### src/source/synth_defines.svh
`ifndef SYNTH_DEFINES_SVH
`define SYNTH_DEFINES_SVH

// 50 MHz / 31250 baud
`define CLKS_PER_BIT 1600

// half period of the i2s bit clock, in system clocks
`define BCLK_DIV 8

// listened midi channel, 0 to 15
`define MIDI_CHANNEL 0

`define SAMPLE_BITS 16

`define SLOT_BITS 32 // bits per i2s channel slot

`endif
### src/source/synth_pkg.sv
`include "synth_defines.svh"

package synth_pkg;

  typedef logic [7:0] byte_t;
  typedef logic [6:0] note_t;
  typedef logic [6:0] velocity_t;
  typedef logic signed [`SAMPLE_BITS-1:0] sample_t;
  typedef logic [23:0] phase_t;

  typedef struct packed {
    logic      on;
    note_t     note;
    velocity_t velocity;
  } note_event_t;

  typedef enum logic [1:0] {
    idle,
    wait_data1,
    wait_data2
  } parse_state_t;

  // per-sample phase step of octave 0, C to B
  // low byte kept zero so the 16-bit sample step is exact
  localparam phase_t octave_increment [12] = '{
    24'h000B00, 24'h000C00, 24'h000C00, 24'h000D00,
    24'h000E00, 24'h000F00, 24'h001000, 24'h001000,
    24'h001100, 24'h001200, 24'h001400, 24'h001500
  };

endpackage

### src/source/synth_top.sv
module synth_top
  import synth_pkg::*;
(
  input  logic clock_50_000_000,
  input  logic rst,
  input  logic midi_rx,
  output logic bit_clock,
  output logic word_select,
  output logic serial_data
);

  byte_t       rx_byte;
  logic        rx_valid;
  note_event_t note_event;
  logic        event_valid;
  sample_t     sample;
  logic        sample_request;

  uart_receiver uart_receiver (
    .clock_50_000_000,
    .rst,
    .rx       (midi_rx),
    .rx_byte,
    .rx_valid
  );

  midi_parser midi_parser (
    .clock_50_000_000,
    .rst,
    .rx_byte,
    .rx_valid,
    .note_event,
    .event_valid
  );

  note_oscillator note_oscillator (
    .clock_50_000_000,
    .rst,
    .note_event,
    .event_valid,
    .sample_request,
    .sample
  );

  // one sample per frame, same value on both channels
  i2s_transmitter i2s_transmitter (
    .clock_50_000_000,
    .rst,
    .sample,
    .sample_request,
    .bit_clock,
    .word_select,
    .serial_data
  );

endmodule

### src/source/i2s_transmitter.sv
`include "synth_defines.svh"

module i2s_transmitter
  import synth_pkg::*;
(
  input  logic    clock_50_000_000,
  input  logic    rst,
  input  sample_t sample,
  output logic    sample_request,
  output logic    bit_clock,
  output logic    word_select,
  output logic    serial_data
);

  localparam int DIV_W = $clog2(`BCLK_DIV);
  localparam int POS_W = $clog2(`SLOT_BITS);

  logic [DIV_W-1:0]      div_count;
  logic [POS_W-1:0]      bit_pos;
  logic                  fall;
  logic                  last_pos;
  sample_t               sample_hold;
  logic [`SLOT_BITS-1:0] shifter;

  assign fall     = bit_clock && (div_count == DIV_W'(`BCLK_DIV - 1));
  assign last_pos = (bit_pos == POS_W'(`SLOT_BITS - 1));

  always_ff @(posedge clock_50_000_000) begin
    if (rst) begin
      div_count <= '0;
      bit_clock <= 1'b0;
    end else if (div_count == DIV_W'(`BCLK_DIV - 1)) begin
      div_count <= '0;
      bit_clock <= ~bit_clock;
    end else begin
      div_count <= div_count + 1'b1;
    end
  end

  // everything below moves on the bit clock falling edge
  always_ff @(posedge clock_50_000_000) begin
    if (rst) begin
      bit_pos        <= '0;
      word_select    <= 1'b0;
      serial_data    <= 1'b0;
      sample_request <= 1'b0;
      sample_hold    <= '0;
      shifter        <= '0;
    end else begin
      sample_request <= 1'b0;
      if (sample_request) sample_hold <= sample;
      if (fall) begin
        if (last_pos) begin
          bit_pos        <= '0;
          word_select    <= ~word_select;
          sample_request <= word_select; // right slot done, new frame
        end else begin
          bit_pos <= bit_pos + 1'b1;
        end
        if (bit_pos == '0) begin
          // msb goes out one bit clock after the ws edge
          serial_data <= sample_hold[`SAMPLE_BITS-1];
          shifter     <= {sample_hold, {(`SLOT_BITS - `SAMPLE_BITS){1'b0}}} << 1;
        end else begin
          serial_data <= shifter[`SLOT_BITS-1];
          shifter     <= shifter << 1;
        end
      end
    end
  end

endmodule

### src/source/note_oscillator.sv
`include "synth_defines.svh"

module note_oscillator
  import synth_pkg::*;
(
  input  logic        clock_50_000_000,
  input  logic        rst,
  input  note_event_t note_event,
  input  logic        event_valid,
  input  logic        sample_request,
  output sample_t     sample
);

  logic       gate;
  note_t      held_note;
  phase_t     phase;
  logic [3:0] semitone;
  logic [3:0] octave;
  phase_t     step;

  // octave rule, table entry doubled once per octave
  assign semitone = 4'(held_note % 7'd12);
  assign octave   = 4'(held_note / 7'd12);
  assign step     = octave_increment[semitone] << octave;

  always_ff @(posedge clock_50_000_000) begin
    if (rst) begin
      gate      <= 1'b0;
      held_note <= '0;
    end else if (event_valid) begin
      if (note_event.on) begin
        gate      <= 1'b1;
        held_note <= note_event.note;
      end else if (note_event.note == held_note) begin
        gate <= 1'b0; // off for another note is ignored
      end
    end
  end

  always_ff @(posedge clock_50_000_000) begin
    if (rst) begin
      phase <= '0;
    end else if (event_valid && note_event.on) begin
      phase <= '0; // restart the ramp on every note-on
    end else if (sample_request && gate) begin
      phase <= phase + step;
    end
  end

  // current sample is read before the phase advances
  assign sample = gate ? sample_t'(phase[$bits(phase_t)-1 -: `SAMPLE_BITS]) : '0;

endmodule

### src/source/midi_parser.sv
`include "synth_defines.svh"

module midi_parser
  import synth_pkg::*;
(
  input  logic        clock_50_000_000,
  input  logic        rst,
  input  byte_t       rx_byte,
  input  logic        rx_valid,
  output note_event_t note_event,
  output logic        event_valid
);

  parse_state_t state;
  logic         status_valid; // running status held
  logic         status_on;    // 1 for note-on, 0 for note-off
  note_t        data1;
  logic         is_realtime;
  logic         is_status;
  logic         is_note_status;

  assign is_realtime    = rx_byte >= 8'hF8;
  assign is_status      = rx_byte[7];
  assign is_note_status = (rx_byte[7:4] == 4'h8 || rx_byte[7:4] == 4'h9) &&
                          (rx_byte[3:0] == 4'(`MIDI_CHANNEL));

  always_ff @(posedge clock_50_000_000) begin
    if (rst) begin
      state        <= idle;
      status_valid <= 1'b0;
      status_on    <= 1'b0;
      event_valid  <= 1'b0;
    end else begin
      event_valid <= 1'b0;
      if (rx_valid && !is_realtime) begin
        if (is_status) begin
          status_valid <= is_note_status;
          status_on    <= rx_byte[4];
          state        <= is_note_status ? wait_data1 : idle;
        end else begin
          case (state)
            idle: begin
              if (status_valid) state <= wait_data2; // running status
            end
            wait_data1: state <= wait_data2;
            wait_data2: begin
              event_valid <= 1'b1;
              state       <= idle;
            end
            default: state <= idle;
          endcase
        end
      end
    end
  end

  // note number and event payload
  always_ff @(posedge clock_50_000_000) begin
    if (rx_valid && !is_status) begin
      if (state == wait_data1 || (state == idle && status_valid)) data1 <= rx_byte[6:0];
      if (state == wait_data2) begin
        note_event.on       <= status_on && (rx_byte[6:0] != '0); // vel 0 is off
        note_event.note     <= data1;
        note_event.velocity <= rx_byte[6:0];
      end
    end
  end

endmodule

### src/source/uart_receiver.sv
`include "synth_defines.svh"

module uart_receiver
  import synth_pkg::*;
(
  input  logic  clock_50_000_000,
  input  logic  rst,
  input  logic  rx,
  output byte_t rx_byte,
  output logic  rx_valid
);

  localparam int CNT_W = $clog2(`CLKS_PER_BIT);
  // half a bit, less the synchronizer and edge detect delay
  localparam int HALF_LOAD = `CLKS_PER_BIT / 2 - 4;

  logic             rx_meta;
  logic             rx_sync;
  logic             rx_prev;
  logic             busy;
  logic [3:0]       bit_index; // 0 start, 1..8 data, 9 stop
  logic [CNT_W-1:0] clk_count;
  byte_t            shift_reg;
  logic             sample_now;

  assign sample_now = busy && (clk_count == '0);

  always_ff @(posedge clock_50_000_000) begin
    if (rst) begin
      rx_meta <= 1'b1;
      rx_sync <= 1'b1;
      rx_prev <= 1'b1;
    end else begin
      rx_meta <= rx;
      rx_sync <= rx_meta;
      rx_prev <= rx_sync;
    end
  end

  always_ff @(posedge clock_50_000_000) begin
    if (rst) begin
      busy      <= 1'b0;
      bit_index <= '0;
      clk_count <= '0;
      rx_valid  <= 1'b0;
    end else begin
      rx_valid <= 1'b0;
      if (!busy) begin
        if (rx_prev && !rx_sync) begin // falling edge, start bit
          busy      <= 1'b1;
          bit_index <= '0;
          clk_count <= CNT_W'(HALF_LOAD);
        end
      end else if (clk_count != '0) begin
        clk_count <= clk_count - 1'b1;
      end else begin
        clk_count <= CNT_W'(`CLKS_PER_BIT - 1);
        bit_index <= bit_index + 1'b1;
        if (bit_index == 4'd0) begin
          if (rx_sync) busy <= 1'b0; // glitch, not a real start bit
        end else if (bit_index == 4'd9) begin
          busy     <= 1'b0;
          rx_valid <= rx_sync; // low stop bit drops the byte
        end
      end
    end
  end

  always_ff @(posedge clock_50_000_000) begin
    if (sample_now) begin
      if (bit_index >= 4'd1 && bit_index <= 4'd8) shift_reg <= {rx_sync, shift_reg[7:1]};
      if (bit_index == 4'd9 && rx_sync) rx_byte <= shift_reg;
    end
  end

endmodule

### config.mk
export PLATFORM = sky130hd
export DESIGN_NAME = synth_top
export DESIGN_NICKNAME = d
export VERILOG_FILES = /design/src/source/synth_pkg.sv /design/src/source/synth_top.sv /design/src/source/i2s_transmitter.sv /design/src/source/note_oscillator.sv /design/src/source/midi_parser.sv /design/src/source/uart_receiver.sv
export VERILOG_INCLUDE_DIRS = /design/src /design/src/source
export SDC_FILE = /design/constraint.sdc
export NUM_CORES = 1
export LEC_CHECK = 0
export BUFFER_PORTS_ARGS = -buffer_cell sky130_fd_sc_hd__buf_4
export CORE_MARGIN = 10
export CORE_UTILIZATION = 57
export CTS_CLUSTER_SIZE = 20
export DETAILED_ROUTE_END_ITERATION = 7
export PLACE_DENSITY = 0.8
export SKIP_LAST_GASP = 1
export SYNTH_ARGS = -nofsm -noshare
export SYNTH_HDL_FRONTEND = slang
export SYNTH_SLANG_ARGS = --single-unit
export TNS_END_PERCENT = 30
### constraint.sdc
create_clock -name clock_50_000_000 -period 3.68 [get_ports clock_50_000_000]
set_clock_uncertainty 0.2 [all_clocks]
set_input_delay 0.184 -clock clock_50_000_000 [delete_from_list [all_inputs] [get_ports clock_50_000_000]]
set_output_delay 0.184 -clock clock_50_000_000 [all_outputs]
set_load 0.01 [all_outputs]
==> impl_metrics.sql <==
INSERT INTO impl_metrics (metric_group, metric, value, unit) VALUES
('run_status', 'run_status', 'complete, but fails checks', ''),
('run_status', 'failed_checks', 'setup timing', ''),
('setup_path', 'path_class', 'reg -> reg', ''),
('cells_and_area', 'antenna_cells', '0', ''),
('synth', 'seq_area_frac_synth', '42.5', '%'),
('global_route', 'grt_antenna_before_repair', '0', ''),
('power_and_ir_drop', 'p_comb_share', '3.1', '%'),
('cells_and_area', 'final_nets', '840', ''),
('cells_and_area', 'layout-drive-gt1-share', '24.1', '%'),
('cells_and_area', 'finalCoreUtilization', '74.2', '%'),
('cts', 'insertion_delay', '0.41', 'ns'),
('setup_path', 'r2r_end', 'note_oscillator.phase[20]$_SDFFE_PP0P_', ''),
('floorplanning', 'die_area', '16100', 'sq um'),
('sta', 'unrepaired_setup_endpoints_after_global_routing', 'true', ''),
('setup_path', 'r2r_start', 'note_oscillator.held_note[5]$_SDFFE_PP0P_', ''),
('setup_path', 'critical_path.endpoint_type', 'flip-flop', ''),
('global_route', 'track_usage', '19.5', '%'),
('synth', 'yosys-top-cells-area', 'sky130_fd_sc_hd__dfxtp_1 (28%), sky130_fd_sc_hd__edfxtp_1 (14%), sky130_fd_sc_hd__a21oi_1 (5.6%)', ''),
('power_and_ir_drop', 'p_int', '2.57', 'mW'),
('sta', 'final_report_setup_violation_count', '11', ''),
('floorplanning', 'die_height', '127', 'microns'),
('floorplanning', 'placementRows', '38', ''),
('place', 'globalplace.congestion', '0.911', ''),
('detailed_routing', 'finalWirelength', '16.2', 'mm'),
('setup_path', 'r2r_setup_slack', '-0.44', 'ns'),
('cts', 'cts_tree', 'built', ''),
('setup_path', 'cp_data_required_time', '3.77', 'ns'),
('min_path', 'holdCritStartpoint', 'rst', ''),
('setup_path', 'reg2reg_depth', '16', ''),
('synth', 'post-synth-top-area-fraction', '28.3', '%'),
('detailed_routing', 'overall_via_count_from_detail_route', '5798', ''),
('cells_and_area', 'syn2layout_area_growth', '25.6', '%'),
('detailed_routing', 'detail_route.wl_per_cell', '16.8', 'microns'),
('job', 'max_cap_violations', '0', ''),
('setup_path', 'crit_path_max_fanout', '6', ''),
('synth', 'synthArstFlopShare', '0', '%'),
('sta', 'fin_crit', '4.12', 'ns'),
('cts', 'ctsHtreeMaxLevel', '4', ''),
('cts', 'cts_num_sinks', '123', ''),
('sta', 'post-route-period-util', '112', '%'),
('sta', 'final_count_of_pins_violating_max_slew', '0', ''),
('place', 'io_buffer_count', '5', ''),
('synth', 'synth.largest_area_cell', 'sky130_fd_sc_hd__dfxtp_1', ''),
('sta', 'tightestPinTransition', '0.900', 'ns'),
('cts', 'cts.reportedPaths.clkPinSlew', '0.06', 'ns'),
('sta', 'finalSetupTns', '-2.86', 'ns'),
('synth', 'postSynthNetCount', '760', ''),
('synth', 'yosys_most_used_dff', 'sky130_fd_sc_hd__dfxtp_1', ''),
('cts', 'clock_path_buffers', '2', ''),
('setup_path', 'worstSetupStartpointType', 'flip-flop', ''),
('global_route', 'grt_first_pass_wirelength', '26.6', 'mm'),
('sta', 'max-slew-margin-rel', '40.0', '%'),
('power_and_ir_drop', 'total_leakage_power', '3.21', 'nW'),
('setup_path', 'critPathArrivalTime', '4.21', 'ns'),
('sta', 'postLayoutSetupSlackWorst', '-0.439', 'ns'),
('place', 'dp.final_hpwl', '10.1', 'mm'),
('power_and_ir_drop', 'power-per-cell-area', '402', 'nW/um^2'),
('floorplanning', 'start_util', '59.1', '%'),
('floorplanning', 'floorplan.die.width', '127', 'microns'),
('synth', 'synth-edff-count', '31', ''),
('power_and_ir_drop', 'power.share.switching', '22.0', '%'),
('synth', 'post_synth_inst_count', '729', ''),
('cells_and_area', 'biggest_regs', 'i2s_transmitter.sample_hold x16, note_oscillator.phase x16, i2s_transmitter.shifter x15', ''),
('cts', 'ctsRootBufferMaster', 'sky130_fd_sc_hd__clkbuf_16', ''),
('detailed_routing', 'remaining_drc_errors', '0', ''),
('detailed_routing', 'drt_first_pass_iters', '5', ''),
('synth', 'mappedNetlistArea', '6520', 'sq um'),
('sta', 'number_of_endpoints_with_negative_hold_slack_in_the_final_report', '0', ''),
('power_and_ir_drop', 'power.switching', '0.723', 'mW'),
('synth', 'synth_seq_cells', '123', ''),
('global_route', 'global_route.overflow_total', '0', '');
==> stage by stage <==
stage	hold WS, ns	std cells	cell area [sq um]	power [mW]
2_1_floorplan	0.0878	729	6550	1.52
3_3_place_gp	0.171	916	7220	1.53
3_5_place_dp	0.179	916	7220	1.54
4_1_cts	0.104	953	7990	3.32
5_1_grt	0.133	962	8180	3.39
6_report	0.108	962	8180	3.29
==> power groups by stage <==
stage	clock network, mW	registers [mW]	logic (mW)
global route	1.86	1.41	0.112
detailed placement	0	1.44	0.0956
finish	1.78	1.41	0.101
floorplan	0	1.44	0.0799
global placement	0	1.44	0.0905
CTS	1.80	1.41	0.0994
==> worst max-delay path, stage by stage, from the launching register on <==
cell and delay, ns:
sky130_fd_sc_hd__dfxtp_4 0.37, sky130_fd_sc_hd__and3b_2 0.23, sky130_fd_sc_hd__o211a_1 0.24, sky130_fd_sc_hd__or3_4 0.43
sky130_fd_sc_hd__buf_6 0.15, sky130_fd_sc_hd__a211o_1 0.25, sky130_fd_sc_hd__a221o_1 0.38, sky130_fd_sc_hd__o211ai_2 0.07
sky130_fd_sc_hd__o21ai_1 0.08, sky130_fd_sc_hd__ha_1 0.30, sky130_fd_sc_hd__a21o_1 0.16, sky130_fd_sc_hd__a21o_1 0.16
sky130_fd_sc_hd__a211o_1 0.29, sky130_fd_sc_hd__a41oi_2 0.28, sky130_fd_sc_hd__nor2_1 0.09, sky130_fd_sc_hd__xnor2_1 0.19
sky130_fd_sc_hd__a21oi_1 0.10
==> cells in the mapped netlist, types with 5 or more instances <==
cell	instances
sky130_fd_sc_hd__and2_1	6
sky130_fd_sc_hd__clkbuf_1	34
sky130_fd_sc_hd__inv_1	21
sky130_fd_sc_hd__xor2_1	11
sky130_fd_sc_hd__nor4_1	5
sky130_fd_sc_hd__nor3b_1	8
sky130_fd_sc_hd__nand3_1	36
sky130_fd_sc_hd__a211oi_1	24
sky130_fd_sc_hd__nand2b_1	26
sky130_fd_sc_hd__xnor2_1	19
sky130_fd_sc_hd__dfxtp_1	92
sky130_fd_sc_hd__nand4_1	5
sky130_fd_sc_hd__nand2_1	56
sky130_fd_sc_hd__nor2b_1	8
sky130_fd_sc_hd__nor3_1	18
sky130_fd_sc_hd__or3_1	5
sky130_fd_sc_hd__a22oi_1	5
sky130_fd_sc_hd__edfxtp_1	31
sky130_fd_sc_hd__nor2_1	70
sky130_fd_sc_hd__or2_2	5
sky130_fd_sc_hd__a21oi_1	73
sky130_fd_sc_hd__a21o_1	10
sky130_fd_sc_hd__ha_1	27
sky130_fd_sc_hd__a31oi_1	8
sky130_fd_sc_hd__mux2i_1	21
sky130_fd_sc_hd__o21ai_0	21
==> repair_timing <==
action / CTS / global route
hold buffers: 1 / 0
cloned: 0 / 1
buffers inserted: 4 / 8
hold endpoints to repair: 1 / 0
resized for setup: 23 / 27
pin swaps: 6 / 24
endpoints found under the setup margin: 11 / 13
==> cells by family (layout without fill, tap and decap cells) <==
kind of cell / count (synthesis) / in the layout / synth area share [%]
AO/OA/AOI/OAI: 191 / 191 / 19.4
adder cells (fa/ha/maj): 28 / 28 / 5.49
multiplexers: 23 / 23 / 3.57
flip-flops: 123 / 123 / 42.5
AND/OR/NAND/NOR: 266 / 266 / 20.5
XOR/XNOR: 30 / 30 / 4.03
buffers and inverters: 68 / 161 / 4.45
==> worst max-delay path by stage <==
stage,from,to,cells after the start
after floorplan,note_oscillator.held_note[5]$_SDFFE_PP0P_,note_oscillator.phase[22]$_SDFFE_PP0P_,17
after global placement,note_oscillator.held_note[4]$_SDFFE_PP0P_,note_oscillator.phase[23]$_SDFFE_PP0P_,16
after detailed placement,note_oscillator.held_note[4]$_SDFFE_PP0P_,note_oscillator.phase[19]$_SDFFE_PP0P_,16
after CTS,note_oscillator.held_note[5]$_SDFFE_PP0P_,note_oscillator.phase[22]$_SDFFE_PP0P_,16
after global routing,note_oscillator.held_note[5]$_SDFFE_PP0P_,note_oscillator.phase[20]$_SDFFE_PP0P_,16
final,note_oscillator.held_note[5]$_SDFFE_PP0P_,note_oscillator.phase[20]$_SDFFE_PP0P_,16
==> layer usage <==
metal / vias up / track usage (%) / routed length [microns] / share of wire, %
met5: - / 0 / 0 / 0
met4: 0 / 8.71 / 391 / 2.4
met3: 45 / 3.75 / 823 / 5.1
met2: 187 / 33.5 / 8180 / 51
met1: 2771 / 22.9 / 6760 / 42
li1: 2795 / - / - / -
==> final cells by class <==
cell class	count	area, sq um
flip-flops and latches	123	2790
fillers	722	2850
clock inverters	11	158
clock buffers	21	473
multi-input cells	538	3690
inverters	21	78.8
well taps	140	175
repair buffers	108	818
==> layout by cell type, fill, tap and decap left out, types with 4 or more instances in the layout <==
master	instances
sky130_fd_sc_hd__a21o_1	10
sky130_fd_sc_hd__nor3b_1	7
sky130_fd_sc_hd__ha_1	23
sky130_fd_sc_hd__xnor2_1	18
sky130_fd_sc_hd__a311oi_1	4
sky130_fd_sc_hd__nand2_1	55
sky130_fd_sc_hd__nor3_1	15
sky130_fd_sc_hd__xor2_1	10
sky130_fd_sc_hd__ha_2	4
sky130_fd_sc_hd__a22oi_1	5
sky130_fd_sc_hd__nand3_1	36
sky130_fd_sc_hd__o21ai_0	17
sky130_fd_sc_hd__o21a_1	4
sky130_fd_sc_hd__a31oi_1	6
sky130_fd_sc_hd__nor2b_1	8
sky130_fd_sc_hd__edfxtp_1	31
sky130_fd_sc_hd__o21ai_2	4
sky130_fd_sc_hd__and2_1	6
sky130_fd_sc_hd__a211oi_1	23
sky130_fd_sc_hd__or3_1	4
sky130_fd_sc_hd__o22ai_1	4
sky130_fd_sc_hd__nand4_1	5
sky130_fd_sc_hd__buf_4	104
sky130_fd_sc_hd__or2_2	5
sky130_fd_sc_hd__inv_1	21
sky130_fd_sc_hd__nand2b_1	24
sky130_fd_sc_hd__mux2i_1	21
sky130_fd_sc_hd__clkbuf_16	18
sky130_fd_sc_hd__dfxtp_1	88
sky130_fd_sc_hd__nor2_1	68
sky130_fd_sc_hd__a21oi_1	70
sky130_fd_sc_hd__nor4_1	5
No activity file was read; power rests on OpenSTA's default activity.
